### src/hw/samasic_config.svh
`ifndef SAMASIC_CONFIG_SVH
`define SAMASIC_CONFIG_SVH

// Horizontal regions, in pixel clocks
`define HACTIVEREGION 512
`define RBORDER       64
`define HFPORCH       16
`define HSYNC         64
`define HBPORCH       64
`define LBORDER       48
`define HTOTAL        (`HACTIVEREGION + `RBORDER + `HFPORCH + `HSYNC + `HBPORCH + `LBORDER)

// Vertical regions, in scan lines
`define VACTIVEREGION 192
`define BBORDER       48
`define VFPORCH       4
`define VSYNC         4
`define VBPORCH       16
`define TBORDER       48
`define VTOTAL        (`VACTIVEREGION + `BBORDER + `VFPORCH + `VSYNC + `VBPORCH + `TBORDER)

// Sync and retrace interrupt positions
`define BEGINHSYNC    (`HACTIVEREGION + `RBORDER + `HFPORCH)
`define ENDHSYNC      (`BEGINHSYNC + `HSYNC)
`define BEGINVSYNCH   (`HACTIVEREGION + `RBORDER + `HFPORCH + `HSYNC + `HBPORCH)
`define BEGINVINTH    (`HACTIVEREGION + `RBORDER + `HFPORCH)
`define BEGINVINTV    (`VACTIVEREGION + `BBORDER + `VFPORCH - 1)
`define ENDVINTV      (`VACTIVEREGION + `BBORDER + `VFPORCH)
`define ENDVINTH      ((`BEGINVINTH + 256) % `HTOTAL)

// Contention window within a 16 clock character cell
`define CONT_SLOTS      10
`define MODE1_CONT_COLS 40

// I/O ports
`define IOADDR_VMPR     8'd252
`define IOADDR_HMPR     8'd251
`define IOADDR_LMPR     8'd250
`define IOADDR_BORDER   8'd254
`define IOADDR_LINEINT  8'd249
`define IOADDR_BASECLUT 8'd248

`define VMPR_RESET    8'h60
`define LINEINT_RESET 8'hFF

`endif

### src/hw/samasic_pkg.sv
package samasic_pkg;

    typedef logic [15:0] cpu_addr_t;
    typedef logic [7:0]  byte_t;
    // 5 bit page on top of a 14 bit offset
    typedef logic [18:0] ram_addr_t;
    typedef logic [4:0]  page_t;
    typedef logic [9:0]  hcount_t;
    typedef logic [8:0]  vcount_t;

    typedef enum logic [1:0] {
        MODE1 = 2'd0,
        MODE2 = 2'd1,
        MODE3 = 2'd2,
        MODE4 = 2'd3
    } screen_mode_t;

    // CPU pins as seen by the gate array
    typedef struct packed {
        logic      mreq_n;
        logic      iorq_n;
        logic      rd_n;
        logic      wr_n;
        cpu_addr_t addr;
        byte_t     data;
    } cpu_bus_t;

    // Paging fields from LMPR and HMPR
    typedef struct packed {
        page_t low_page;
        page_t high_page;
        logic  rom_in_section_a;
        logic  rom_in_section_d;
        logic  write_protect_section_a;
    } mem_cfg_t;

    typedef struct packed {
        screen_mode_t screen_mode;
        page_t        screen_page;
        logic         screen_off;
    } video_cfg_t;

    typedef struct packed {
        hcount_t hc;
        vcount_t vc;
        logic    display_enable;
    } raster_t;

endpackage

### src/hw/asic_control.sv
`timescale 1ns/1ns
`include "samasic_config.svh"

module asic_control
    import samasic_pkg::*;
(
    input  logic       clk,
    input  logic       rst,
    input  cpu_bus_t   bus,
    input  byte_t      data_from_ram,
    output byte_t      data_to_cpu,
    output mem_cfg_t   mem_cfg,
    output video_cfg_t video_cfg,
    output logic       mic,
    output logic       beep
);

    byte_t vmpr;
    byte_t hmpr;
    byte_t lmpr;
    byte_t border;
    byte_t lineint;
    logic [6:0] clut [16];

    byte_t port;
    logic  io_wr;
    logic  io_rd;

    // Only the low address byte selects the port
    assign port  = bus.addr[7:0];
    assign io_wr = !bus.iorq_n && !bus.wr_n;
    assign io_rd = !bus.iorq_n && !bus.rd_n;

    ////////////////////////////////////////////////////////////
    // Port registers
    ////////////////////////////////////////////////////////////
    always_ff @(posedge clk) begin
        if (rst) begin
            vmpr    <= `VMPR_RESET;
            hmpr    <= '0;
            lmpr    <= '0;
            border  <= '0;
            lineint <= `LINEINT_RESET;
        end else if (io_wr) begin
            case (port)
                `IOADDR_VMPR:    vmpr    <= bus.data;
                `IOADDR_HMPR:    hmpr    <= bus.data;
                `IOADDR_LMPR:    lmpr    <= bus.data;
                `IOADDR_BORDER:  border  <= bus.data;
                `IOADDR_LINEINT: lineint <= bus.data;
                default: ;
            endcase
        end
    end

    // CLUT entry comes from the high address nibble, xF8h
    always_ff @(posedge clk) begin
        if (io_wr && port == `IOADDR_BASECLUT) begin
            clut[bus.addr[11:8]] <= bus.data[6:0];
        end
    end

    ////////////////////////////////////////////////////////////
    // CPU read data
    ////////////////////////////////////////////////////////////
    always_comb begin
        if (io_rd) begin
            case (port)
                `IOADDR_LMPR: data_to_cpu = lmpr;
                `IOADDR_HMPR: data_to_cpu = hmpr;
                `IOADDR_VMPR: data_to_cpu = vmpr;
                default:      data_to_cpu = 8'hFF;
            endcase
        end else begin
            data_to_cpu = data_from_ram;
        end
    end

    assign mem_cfg = '{
        low_page:                lmpr[4:0],
        high_page:               hmpr[4:0],
        rom_in_section_a:        lmpr[5],
        rom_in_section_d:        lmpr[6],
        write_protect_section_a: lmpr[7]
    };

    assign video_cfg = '{
        screen_mode: screen_mode_t'(vmpr[6:5]),
        screen_page: vmpr[4:0],
        screen_off:  border[7]
    };

    // Audio lines straight off the border port
    assign mic  = border[3];
    assign beep = border[4];

endmodule

### src/hw/raster_timing.sv
`timescale 1ns/1ns
`include "samasic_config.svh"

module raster_timing
    import samasic_pkg::*;
(
    input  logic    clk,
    input  logic    rst,
    input  logic    screen_off,
    output raster_t raster,
    output logic    csync,
    output logic    int_n
);

    hcount_t hc;
    vcount_t vc;
    logic    hc_last;
    logic    vc_last;
    logic    hsync_win;
    logic    vsync_win;
    logic    display_enable;

    assign hc_last = (hc == hcount_t'(`HTOTAL - 1));
    assign vc_last = (vc == vcount_t'(`VTOTAL - 1));

    ////////////////////////////////////////////////////////////
    // Pixel and scan line counters
    ////////////////////////////////////////////////////////////
    always_ff @(posedge clk) begin
        if (rst) begin
            hc <= '0;
            vc <= '0;
        end else if (hc_last) begin
            hc <= '0;
            vc <= vc_last ? '0 : vc + 9'd1;
        end else begin
            hc <= hc + 10'd1;
        end
    end

    ////////////////////////////////////////////////////////////
    // Composite sync and retrace interrupt
    ////////////////////////////////////////////////////////////
    always_comb begin
        hsync_win = (hc >= hcount_t'(`BEGINHSYNC)) && (hc < hcount_t'(`ENDHSYNC));
        // Vertical sync starts and ends mid line
        vsync_win = (vc > vcount_t'(`BEGINVINTV) && vc < vcount_t'(`BEGINVINTV + `VSYNC))
                 || (vc == vcount_t'(`BEGINVINTV) && hc >= hcount_t'(`BEGINVSYNCH))
                 || (vc == vcount_t'(`BEGINVINTV + `VSYNC) && hc < hcount_t'(`BEGINVSYNCH));
        csync = ~(hsync_win ^ vsync_win);
        int_n = ~((vc == vcount_t'(`BEGINVINTV) && hc >= hcount_t'(`BEGINVINTH))
               || (vc == vcount_t'(`ENDVINTV) && hc < hcount_t'(`ENDVINTH)));
    end

    // Pixels fetched only inside the active area
    assign display_enable = (vc < vcount_t'(`VACTIVEREGION))
                         && (hc < hcount_t'(`HACTIVEREGION))
                         && !screen_off;

    assign raster = '{hc: hc, vc: vc, display_enable: display_enable};

endmodule

### src/hw/contention_wait.sv
`timescale 1ns/1ns
`include "samasic_config.svh"

module contention_wait
    import samasic_pkg::*;
(
    input  cpu_bus_t     bus,
    input  raster_t      raster,
    input  mem_cfg_t     mem_cfg,
    input  screen_mode_t screen_mode,
    output logic         wait_n
);

    logic [3:0] cell_pos;
    logic [5:0] cell_col;
    logic       contention;
    logic       rom_access;
    logic       cpu_cycle;

    assign cell_pos = raster.hc[3:0];
    assign cell_col = raster.hc[9:4];

    ////////////////////////////////////////////////////////////
    // Contention window
    ////////////////////////////////////////////////////////////
    always_comb begin
        if (raster.display_enable) begin
            contention = (cell_pos < 4'(`CONT_SLOTS));
        end else begin
            // Border still steals two slot pairs per cell
            contention = (cell_pos inside {4'd0, 4'd1, 4'd8, 4'd9});
        end
        if (screen_mode == MODE1 && cell_pos < 4'(`CONT_SLOTS)
            && cell_col < 6'(`MODE1_CONT_COLS)) begin
            contention = 1'b1;
        end
    end

    // ROM never shares the bus with video
    assign rom_access = (bus.addr[15:14] == 2'b00 && mem_cfg.rom_in_section_a)
                     || (bus.addr[15:14] == 2'b11 && mem_cfg.rom_in_section_d);

    assign cpu_cycle = !bus.mreq_n || (!bus.iorq_n && (!bus.rd_n || !bus.wr_n));

    assign wait_n = ~(contention && cpu_cycle && !rom_access);

endmodule

### src/hw/vram_fetch.sv
`timescale 1ns/1ns
`include "samasic_config.svh"

module vram_fetch
    import samasic_pkg::*;
(
    input  logic       clk,
    input  logic       rst,
    input  raster_t    raster,
    input  video_cfg_t video_cfg,
    output ram_addr_t  vram_addr,
    output logic       fetch_slot
);

    logic [14:0] screen_offs;
    logic [4:0]  screen_column;
    logic [3:0]  cell_pos;
    logic        frame_end;
    logic        linear_mode;
    page_t       page;
    vcount_t     vc;

    assign cell_pos    = raster.hc[3:0];
    assign vc          = raster.vc;
    assign page        = video_cfg.screen_page;
    assign frame_end   = (raster.vc == vcount_t'(`VTOTAL - 1))
                      && (raster.hc == hcount_t'(`HTOTAL - 1));
    assign linear_mode = (video_cfg.screen_mode == MODE3) || (video_cfg.screen_mode == MODE4);

    // First half of every active cell belongs to video
    assign fetch_slot = raster.display_enable && !cell_pos[3];

    ////////////////////////////////////////////////////////////
    // Screen offset and column counters
    ////////////////////////////////////////////////////////////
    always_ff @(posedge clk) begin
        if (rst || frame_end) begin
            screen_offs   <= '0;
            screen_column <= '0;
        end else if (fetch_slot && cell_pos[0]) begin
            if (cell_pos[2:1] == 2'b11) begin
                // Last byte of the cell
                screen_offs   <= screen_offs + 15'd1;
                screen_column <= screen_column + 5'd1;
            end else if (linear_mode) begin
                screen_offs <= screen_offs + 15'd1;
            end
        end
    end

    ////////////////////////////////////////////////////////////
    // Fetch address per screen mode
    ////////////////////////////////////////////////////////////
    always_comb begin
        case (video_cfg.screen_mode)
            MODE1: begin
                // Spectrum layout, attributes at 6K
                if (cell_pos[2]) begin
                    vram_addr = {page, 4'b0110, vc[7:3], screen_column};
                end else begin
                    vram_addr = {page, 1'b0, vc[7:6], vc[2:0], vc[5:3], screen_column};
                end
            end
            // Bitmap plane then attribute plane 8K above
            MODE2:   vram_addr = {page, cell_pos[2], screen_offs[12:0]};
            // 24K linear screen spans an even/odd page pair
            default: vram_addr = {page[4:1], screen_offs};
        endcase
    end

endmodule

### src/hw/mem_mapper.sv
`timescale 1ns/1ns

module mem_mapper
    import samasic_pkg::*;
(
    input  cpu_bus_t  bus,
    input  mem_cfg_t  mem_cfg,
    input  ram_addr_t vram_addr,
    input  logic      fetch_slot,
    output ram_addr_t ramaddr,
    output byte_t     data_to_ram,
    output logic      ramwr,
    output logic      romcs_n
);

    logic [1:0] section;
    page_t      page;
    ram_addr_t  cpu_ramaddr;
    logic       rom_section;
    logic       protected_a;

    assign section = bus.addr[15:14];

    ////////////////////////////////////////////////////////////
    // Section to page mapping
    ////////////////////////////////////////////////////////////
    always_comb begin
        case (section)
            2'b00:   page = mem_cfg.low_page;
            2'b01:   page = mem_cfg.low_page + 5'd1;
            2'b10:   page = mem_cfg.high_page;
            default: page = mem_cfg.high_page + 5'd1;
        endcase
    end

    assign cpu_ramaddr = {page, bus.addr[13:0]};

    assign rom_section = (section == 2'b00 && mem_cfg.rom_in_section_a)
                      || (section == 2'b11 && mem_cfg.rom_in_section_d);
    assign protected_a = (section == 2'b00) && mem_cfg.write_protect_section_a;

    assign romcs_n = ~(!bus.mreq_n && rom_section);

    // Video owns the bus during fetch slots
    assign ramaddr = fetch_slot ? vram_addr : cpu_ramaddr;

    assign ramwr = !bus.mreq_n && !bus.wr_n && !rom_section && !protected_a && !fetch_slot;

    assign data_to_ram = bus.data;

endmodule

### src/hw/samasic_top.sv
`timescale 1ns/1ns

module samasic_top
    import samasic_pkg::*;
(
    input  logic      clk,
    input  logic      rst,
    input  logic      mreq_n,
    input  logic      iorq_n,
    input  logic      rd_n,
    input  logic      wr_n,
    input  cpu_addr_t cpuaddr,
    input  byte_t     data_from_cpu,
    output byte_t     data_to_cpu,
    output logic      wait_n,
    output ram_addr_t ramaddr,
    input  byte_t     data_from_ram,
    output byte_t     data_to_ram,
    output logic      ramwr,
    output logic      romcs_n,
    output logic      mic,
    output logic      beep,
    output logic      csync,
    output logic      int_n
);

    cpu_bus_t   bus;
    mem_cfg_t   mem_cfg;
    video_cfg_t video_cfg;
    raster_t    raster;
    ram_addr_t  vram_addr;
    logic       fetch_slot;

    assign bus = '{
        mreq_n: mreq_n,
        iorq_n: iorq_n,
        rd_n:   rd_n,
        wr_n:   wr_n,
        addr:   cpuaddr,
        data:   data_from_cpu
    };

    ////////////////////////////////////////////////////////////
    // Registers and timing
    ////////////////////////////////////////////////////////////
    asic_control u_control (
        .clk           (clk),
        .rst           (rst),
        .bus           (bus),
        .data_from_ram (data_from_ram),
        .data_to_cpu   (data_to_cpu),
        .mem_cfg       (mem_cfg),
        .video_cfg     (video_cfg),
        .mic           (mic),
        .beep          (beep)
    );

    raster_timing u_raster (
        .clk        (clk),
        .rst        (rst),
        .screen_off (video_cfg.screen_off),
        .raster     (raster),
        .csync      (csync),
        .int_n      (int_n)
    );

    contention_wait u_wait (
        .bus         (bus),
        .raster      (raster),
        .mem_cfg     (mem_cfg),
        .screen_mode (video_cfg.screen_mode),
        .wait_n      (wait_n)
    );

    ////////////////////////////////////////////////////////////
    // RAM side
    ////////////////////////////////////////////////////////////
    vram_fetch u_fetch (
        .clk        (clk),
        .rst        (rst),
        .raster     (raster),
        .video_cfg  (video_cfg),
        .vram_addr  (vram_addr),
        .fetch_slot (fetch_slot)
    );

    mem_mapper u_mapper (
        .bus         (bus),
        .mem_cfg     (mem_cfg),
        .vram_addr   (vram_addr),
        .fetch_slot  (fetch_slot),
        .ramaddr     (ramaddr),
        .data_to_ram (data_to_ram),
        .ramwr       (ramwr),
        .romcs_n     (romcs_n)
    );

endmodule

### config.mk
export PLATFORM = sky130hd
export DESIGN_NAME = samasic_top
export DESIGN_NICKNAME = d
export VERILOG_FILES = /design/src/hw/samasic_pkg.sv /design/src/hw/asic_control.sv /design/src/hw/raster_timing.sv /design/src/hw/contention_wait.sv /design/src/hw/vram_fetch.sv /design/src/hw/mem_mapper.sv /design/src/hw/samasic_top.sv
export VERILOG_INCLUDE_DIRS = /design/src /design/src/hw
export SDC_FILE = /design/constraint.sdc
export NUM_CORES = 1
export LEC_CHECK = 0
export BUFFER_PORTS_ARGS = -buffer_cell sky130_fd_sc_hd__buf_2
export CORE_MARGIN = 2
export CORE_UTILIZATION = 55
export DETAILED_ROUTE_END_ITERATION = 6
export PLACE_DENSITY = 0.86
export SYNTH_ARGS = -nofsm -noshare
export SYNTH_HDL_FRONTEND = slang
export SYNTH_SLANG_ARGS = --single-unit
### constraint.sdc
create_clock -name clk -period 4.6 [get_ports clk]
set_clock_uncertainty 0.05 [all_clocks]
set_input_delay 0.23 -clock clk [delete_from_list [all_inputs] [get_ports clk]]
set_output_delay 0.23 -clock clk [all_outputs]
set_load 0.01 [all_outputs]
# == Word-level counts from Yosys, hierarchy flattened ==
# Cells that the tools add are included.
# Widths: inputs -> output; s select.
# op_classes
bitwise_logic,5
order_cmp,11
reduce_logical,55
add_sub_neg,6
eq_ne,19
mux,11
div,0
mul,0
shifts,0
# op_table
cell,n
$eq 8x8->1 const B,4
$lt 10x10->1 const B,3
$mux 15,2
$pmux 15 s2,1
$eq 9x8->1 const B,3
$logic_and 1x1->1,26
$pmux 8 s3,1
$ge 10x10->1 const B,2
$mux 19,1
$lt 9x8->1 const B,2
$add 15x1->15 const B,1
$add 5x1->5 const B,3
$pmux 5 s3,1
$mux 13,1
$reduce_and 2->1,6
$add 10x1->10 const B,1
$eq 10x10->1 const B,1
$eq 2x2->1 const B,5
$lt 10x7->1 const B,1
$add 9x1->9 const B,1
$eq 9x9->1 const B,1
$gt 9x8->1 const B,1
$logic_not 1->1,9
$mux 9,1
other kinds (15),29
# word_totals
memories,0
word_cells,115
ram_bits,0
reg_bits,71
rom_bits,0
latch_bits,0

# == Logic depth before layout (Yosys ltp) ==
# Gate-level depths: netlist of the first run.
# depth
ltp_word,8
ltp_mapped,8
mapped_depth_nobuf,7

# == Hierarchy ==
# From an unflattened synthesis of the first run, not the netlist that was laid out.
# unflattened
hier_cells,520
hier_area_um2,4505.6
# modules_own_cells
module,area_per_inst_um2,seq_area_each_um2,cells_each,n_inst
asic_control,1502.7,540.5,158,1
vram_fetch,1265.0,400.4,147,1
raster_timing,1057.3,380.4,129,1
mem_mapper,619.3,0.0,77,1
contention_wait,61.3,0.0,9,1

# == Least setup slack after synthesis of the first run ==
# Ideal clock, no wire load.
# synth_path
path_type,register to register
from,register u_raster.vc[6]
to,register u_fetch.screen_offs[14]
stages_incl_launch_ff,6
arrival_ns,1.981
synth_period_minus_slack_ns,2.101
required_ns,4.480
path_slack_ns,2.499
cell_sequence,dfxtp_1 buf_2 a2111o_1 or4b_4 or4_1 a21oi_1
# synth_via
elab_chain_cells,6
elab_cells_between_ends,9
# synth_lines
item,line,text
start: declaration,raster_timing.sv:16,vcount_t vc;
start signal: assignment,raster_timing.sv:35,vc <= vc_last ? '0 : vc + 9'd1;
$lt 9x8->1,raster_timing.sv:56,assign display_enable = (vc < vcount_t'(`VACTIVEREGION))
$logic_and 1x1->1 (2 in a row),raster_timing.sv:56,
$logic_and 1x1->1,vram_fetch.sv:31,assign fetch_slot = raster.display_enable && !cell_pos[3];
$logic_and 1x1->1,vram_fetch.sv:40,end else if (fetch_slot && cell_pos[0]) begin
$reduce_and 2->1 (no line),n/a,
end signal: assignment,vram_fetch.sv:43,screen_offs <= screen_offs + 15'd1;
end signal: assignment,vram_fetch.sv:46,screen_offs <= screen_offs + 15'd1;
end: declaration,vram_fetch.sv:15,logic [14:0] screen_offs;
# Several ways; a longest one is shown, not always the timed one.
# A chain may end at the register's enable or synchronous reset.

# == Final worst setup path of the first run ==
# layout_path
from,register u_raster.hc[9]
to,output port ramaddr[0]
# layout_via
elab_chain_cells,5
# layout_lines
item,line,text
start: declaration,raster_timing.sv:15,hcount_t hc;
start signal: assignment,raster_timing.sv:37,hc <= hc + 10'd1;
$lt 10x10->1,raster_timing.sv:57,&& (hc < hcount_t'(`HACTIVEREGION))
$logic_and 1x1->1 (2 in a row),raster_timing.sv:56,
$logic_and 1x1->1,vram_fetch.sv:31,
$mux 19,mem_mapper.sv:45,assign ramaddr = fetch_slot ? vram_addr : cpu_ramaddr;
end: declaration,samasic_top.sv:16,"output ram_addr_t ramaddr,"
# Every way passes these cells.

==> flow_summary.json, run 1 <==
{
  "cts-resized-gates": 0,
  "drc_errors": 0,
  "drive_gt1_frac": 0.1789,
  "vias_per_cell": 6.001,
  "synthesis.nets": 560,
  "stdcell_count": 669,
  "htreeDepth": 3,
  "slowest_delay_ns": 0.69,
  "dp_cells": 653,
  "grt_max_degree": 34,
  "grt_pass1_wl_mm": 16.53,
  "num_io_pins": 80,
  "leakage_nw": 1.838,
  "end_kind": "output pin",
  "clkSinkCount": 66,
  "synth_area_um2": 4029,
  "firstDrtPassIters": 5,
  "path_cells": "a2111oi_2 > nand2b_1 > o21ai_0 > buf_2",
  "yosysTopAreaCell": "dfxtp_1",
  "hold_class": "input port to register",
  "antenna-diode-count": 0,
  "clk_pin_slew_ns": 0.07,
  "ys_seq_area_frac": 0.3280,
  "p_clk_frac": 0.421,
  "arrival_ns": 2.64,
  "clock.fmax_mhz": 342.1,
  "p_comb_frac": 0.077,
  "critical_path_required_ns": 4.32,
  "syn_to_final_growth_pct": 13.23,
  "netlist_top_cells_area": "dfxtp_1 33%, mux2i_1 11%, nand2_1 6.1%",
  "synth_ff_type": "dfxtp_1",
  "startpoint": "u_raster.hc[9]",
  "drt_iter0_drc": 223,
  "dieArea_um2": 8025,
  "dp_slack_ns": 2.035,
  "cp_max_fo": 33,
  "switchingPower_uw": 287.7,
  "ys_warn_count": 0,
  "clockBufferDepth": 2,
  "cts-root-buf": "clkbuf_8",
  "worstSetupPathType": "register to output pin",
  "io_buffers": 79,
  "synthCells": 514,
  "r2r-start": "u_raster.hc[9]",
  "setup_viol_count_final": 0,
  "slew_violations": 0,
  "synth-edff-count": 0,
  "gp_congestion": 0.9247,
  "cp_top_family": "compound AO/OA/AOI/OAI gates",
  "die_x_um": 89.59,
  "final.period_utilization": 0.6355,
  "worstSetupStartpointType": "register",
  "wl_per_cell_um": 15.80,
  "initial_core_util": 0.5615,
  "drt-total-wl_mm": 10.57,
  "nNetsFinal": 611,
  "worstSkewPairLatency_ns": 0.34,
  "hold_viol_final": 0,
  "max-slew-margin-rel": 0.1850,
  "ys_ff_latch": 66,
  "power.internal_uw": 873.2,
  "cts_hold_buf": 0,
  "status": "finished clean",
  "vias": 4015,
  "async_reset_ff_frac": 0,
  "drv_cap": 0,
  "antenna_found_initial": 0,
  "coreArea_um2": 7176,
  "grt_pass1_vias": 3461,
  "antenna_left": 0,
  "syn_area_per_cell_um2": 7.838,
  "crit_buf_inv": 1,
  "ir_worst_vdd_uv": 156.1,
  "grt_overflow_total": 0,
  "switching_share": 0.2478,
  "slowest_stage": "nand2b_1",
  "postCtsSetupRepairBufs": 0,
  "track_usage": 0.2651,
  "synth_cell_type_count": 51,
  "std_cell_rows": 31,
  "cts_tree": "yes",
  "post-dp-hpwl_mm": 7.733,
  "rsz0062_at_grt": "no",
  "hp-start": "data_from_cpu[6]",
  "tightest_slew_ns": 1.220,
  "yosys.area.top_type_share": 0.3280,
  "fin_crit_ns": 2.923,
  "numCtsBuffers": 9,
  "p_seq_frac": 0.503,
  "power_density_nw_per_um2": 254.5,
  "die_height_um": 89.59,
  "fin_setup_tns_ns": 0,
  "fin_ws_ns": 1.677
}
## final cells by class
cell class	count	area, um2
multi-input cells	399	2485
repair buffers	80	402.9
flip-flops and latches	66	1321
fillers	621	2614
well taps	99	123.9
clock inverters	5	53.80
inverters	9	33.78
clock buffers	11	141.4
## routing by layer
metal / vias up / track usage / routed length, um
met5: - / 0 / 0
met4: 0 / 0.08277 / 146
li1: 1933 / - / -
met3: 12 / 0.04570 / 832
met1: 1880 / 0.3481 / 4558
met2: 190 / 0.4452 / 5030
## placed cells by master (no fill, tap or decap), drive strengths merged, types with 9 or more instances in the layout
cell type   n
a21oi      27
a31oi       9
buf        80
clkbuf     11
dfxtp      66
mux2i      44
nand2      65
nand3      14
nand4      12
nor2       63
o21ai      37
or3        13
xnor2      12
xor2        9
## flip-flops by register name, indices dropped and copies added (netlist names)
| name | count |
|---|---|
| u_control.lmpr | 8 |
| u_control.vmpr | 8 |
| u_control.border | 3 |
| u_raster.hc | 10 |
| u_fetch.screen_offs | 15 |
| u_control.hmpr | 8 |
| u_fetch.screen_column | 5 |
| u_raster.vc | 9 |
## power by group through the flow
stage	clock network, mW	registers [mW]	logic (mW)
3_5_place_dp	0	0.596	0.0882
6_report	0.488	0.583	0.0893
3_3_place_gp	0	0.595	0.0851
2_1_floorplan	0	0.592	0.0526
5_1_grt	0.516	0.584	0.0992
4_1_cts	0.492	0.583	0.0884
## final timing paths
path | to | slack [ns] | cells past startpoint
max | ramaddr[0] | 1.68 | 4
min reg2reg | u_control.border[3] | 0.41 | 2
min | u_control.vmpr[6] | 0.11 | 3
max reg2reg | u_fetch.screen_offs[9] | 2.11 | 4
## cells in the mapped netlist, types with 9 or more instances
cell type / instances
a21oi_1: 27
or3_1: 13
a31oi_1: 9
nand4_1: 12
dfxtp_1: 66
xor2_1: 9
nor2_1: 63
o21ai_0: 37
xnor2_1: 12
clkbuf_1: 28
mux2i_1: 44
nand2_1: 65
nand3_1: 14
## tightest hold or removal path, stage by stage
cell and delay [ns]:
buf_2 0.11, mux2i_1 0.07, nand2_1 0.06
## kinds of logic after synthesis
family,Yosys count,share of synthesized area
XOR/XNOR,21,0.04565
multiplexers,46,0.1149
AO/OA/AOI/OAI,105,0.1612
buffers and inverters,49,0.05528
adder cells (fa/ha/maj),8,0.02485
flip-flops,66,0.3280
AND/OR/NAND/NOR,219,0.2702
## stage by stage
step	total power, mW	utilization	hold WS (ns)	instance area (um2)
finish	1.161	0.6357	0.1076	4562
global placement	0.6805	0.6085	0.3949	4367
floorplan	0.6451	-	0.3089	4029
detailed placement	0.6840	0.6085	0.4065	4367
global route	1.199	0.6357	0.1220	4562
CTS	1.163	0.6357	0.1051	4562
(Power assumes the default switching activity.)
==> run 2, diff against run 1 <==
Settings changed: CORE_UTILIZATION 55 to 50, PLACE_DENSITY 0.86 to 0.82.
Clock period 4.6 ns to 2.4 ns, I/O delays scaled along.
==> flow_summary.json, run 2 (synthesis gave the netlist of run 1 again) <==
{
  "numCtsBuffers": 9,
  "leakage_nw": 1.893,
  "end_kind": "register",
  "grt_use_met3": 0.04494,
  "place_area_um2": 4438,
  "htreeDepth": 3,
  "grt_pass1_vias": 3682,
  "grtUsageMet2": 0.4226,
  "endpoint": "u_fetch.screen_offs[12]",
  "std_cell_rows": 32,
  "drive_gt1_frac": 0.1976,
  "top_register": "u_fetch.screen_offs",
  "drv_cap": 0,
  "rr_endpoint": "u_fetch.screen_offs[12]",
  "drt_iter0_drc": 250,
  "initial_core_util": 0.5187,
  "power_density_nw_per_um2": 475.5,
  "grt_pass1_wl_mm": 17.01,
  "vias_per_cell": 5.813,
  "clockBufferDepth": 2,
  "drc_errors": 0,
  "mostFrequentLayoutCells": "79 x buf_2, 65 x nand2_1, 65 x dfxtp_1",
  "wl_per_cell_um": 15.45,
  "io_buffers": 79,
  "reg_top3": "u_fetch.screen_offs: 15 flops, u_raster.hc: 10 flops, u_raster.vc: 9 flops",
  "path_cells": "a2111o_1 > or4b_4 > or4_1 > a21oi_1",
  "nNetsFinal": 624,
  "dp_slack_ns": 0.1949,
  "rsz0062_at_grt": "no",
  "met1_usage": 0.2978,
  "finish.utilization": 0.6045,
  "cp_max_fo": 12,
  "clk_pin_slew_ns": 0.07,
  "slowest_stage": "or4b_4",
  "hold_class": "input port to register",
  "dieArea_um2": 8792,
  "worstSetupPathType": "register to register",
  "vias": 3976,
  "final.period_utilization": 0.9408,
  "clkSinkCount": 66,
  "final_cell_area_um2": 4696,
  "postCtsSetupRepairBufs": 0,
  "grt-busiest-layer": "met2",
  "fin_setup_tns_ns": 0,
  "startpoint": "u_raster.hc[9]",
  "syn_to_final_growth_pct": 16.55,
  "die_height_um": 93.77,
  "r2r-start": "u_raster.hc[9]",
  "final_common_cell": "buf_2",
  "slowest_delay_ns": 0.60,
  "worstSetupStartpointType": "register",
  "arrival_ns": 2.48,
  "setup_viol_count_final": 0,
  "hold_viol_final": 0,
  "cts_tree": "yes",
  "num_io_pins": 80,
  "tightest_slew_ns": 0.6364,
  "cts-root-buf": "clkbuf_8",
  "worstSkewPairLatency_ns": 0.35,
  "status": "finished clean",
  "track_usage": 0.2421,
  "firstDrtPassIters": 6,
  "clock.fmax_mhz": 442.9,
  "drt-total-wl_mm": 10.57,
  "grt_max_degree": 27,
  "reg2reg_slack_ns": 0.14,
  "largest_reg_flops": 15,
  "antenna-diode-count": 0,
  "post-dp-hpwl_mm": 7.703,
  "total_power_mw": 2.233,
  "antenna_found_initial": 0,
  "fin_ws_ns": 0.1421,
  "r2r_cells": 4,
  "max-slew-margin-rel": 0.5745,
  "ir_worst_vdd_uv": 259.5,
  "die_x_um": 93.77,
  "critical_path_required_ns": 2.63,
  "slew_violations": 0,
  "gp_congestion": 0.8988,
  "coreArea_um2": 7767,
  "antenna_left": 0,
  "grt_overflow_total": 0,
  "fin_crit_ns": 2.258
}
[run 2: cell types whose count changed in the layout (fill, tap and decap cells not counted), sizes merged]
| cell | previous run | this run |
|---|---|---|
| clkinvlp | 0 | 2 |
| dlygate4sd3 | 0 | 4 |
| clkbuf | 11 | 10 |
| buf | 80 | 89 |
| clkinv | 5 | 3 |
[run 2: critical path: cells and delay by family (launching register included)]
family             cells  cell delay [ns]
AOI/OAI and AO/OA      2             0.60
and+or+nand+nor        2             1.09
DFF                    1             0.44
[run 2: through the flow]
step,hold WS [ns],instances
floorplan,0.1989,514
global placement,0.3400,665
detailed placement,0.3433,665
CTS,0.0006491,684
global route,0.02588,684
finish,0.006214,684
[run 2: timing repair]
action | in CTS | in global routing
endpoints found under the hold margin | 13 | 0
endpoints found under the setup margin | 0 | 13
hold buffers | 4 | 0
resized for setup | 0 | 5
[run 2: final cells by class]
type,count,area [um2]
repair buffers,93,510.5
flip-flops and latches,66,1323
multi-input cells,399,2509
clock inverters,5,55.05
inverters,9,33.78
clock buffers,10,137.6
fillers,693,3072
well taps,102,127.6
[run 2: worst min path at each step]
stage,startpoint,to,slack (ns),cells past startpoint
2_1_floorplan,data_from_cpu[5],u_control.vmpr[5],0.20,2
3_3_place_gp,data_from_cpu[5],u_control.vmpr[5],0.34,3
3_5_place_dp,rst,u_raster.vc[1],0.34,2
4_1_cts,data_from_cpu[7],u_control.border[7],0.0006,3
5_1_grt,data_from_cpu[3],u_control.border[3],0.03,3
6_report,data_from_cpu[7],u_control.border[7],0.006,3
[run 2: metal layers]
| metal | part of all wire | vias to the layer above |
|---|---|---|
| li1 | - | 1952 |
| met1 | 0.45 | 1862 |
| met2 | 0.48 | 141 |
| met3 | 0.060 | 21 |
| met4 | 0.015 | 0 |
| met5 | 0 | - |
[run 2: report_power, final]
part / internal (mW) / switching (mW)
Combinational: 0.0758 / 0.110
Sequential: 1.10 / 0.0123
Clock: 0.498 / 0.434
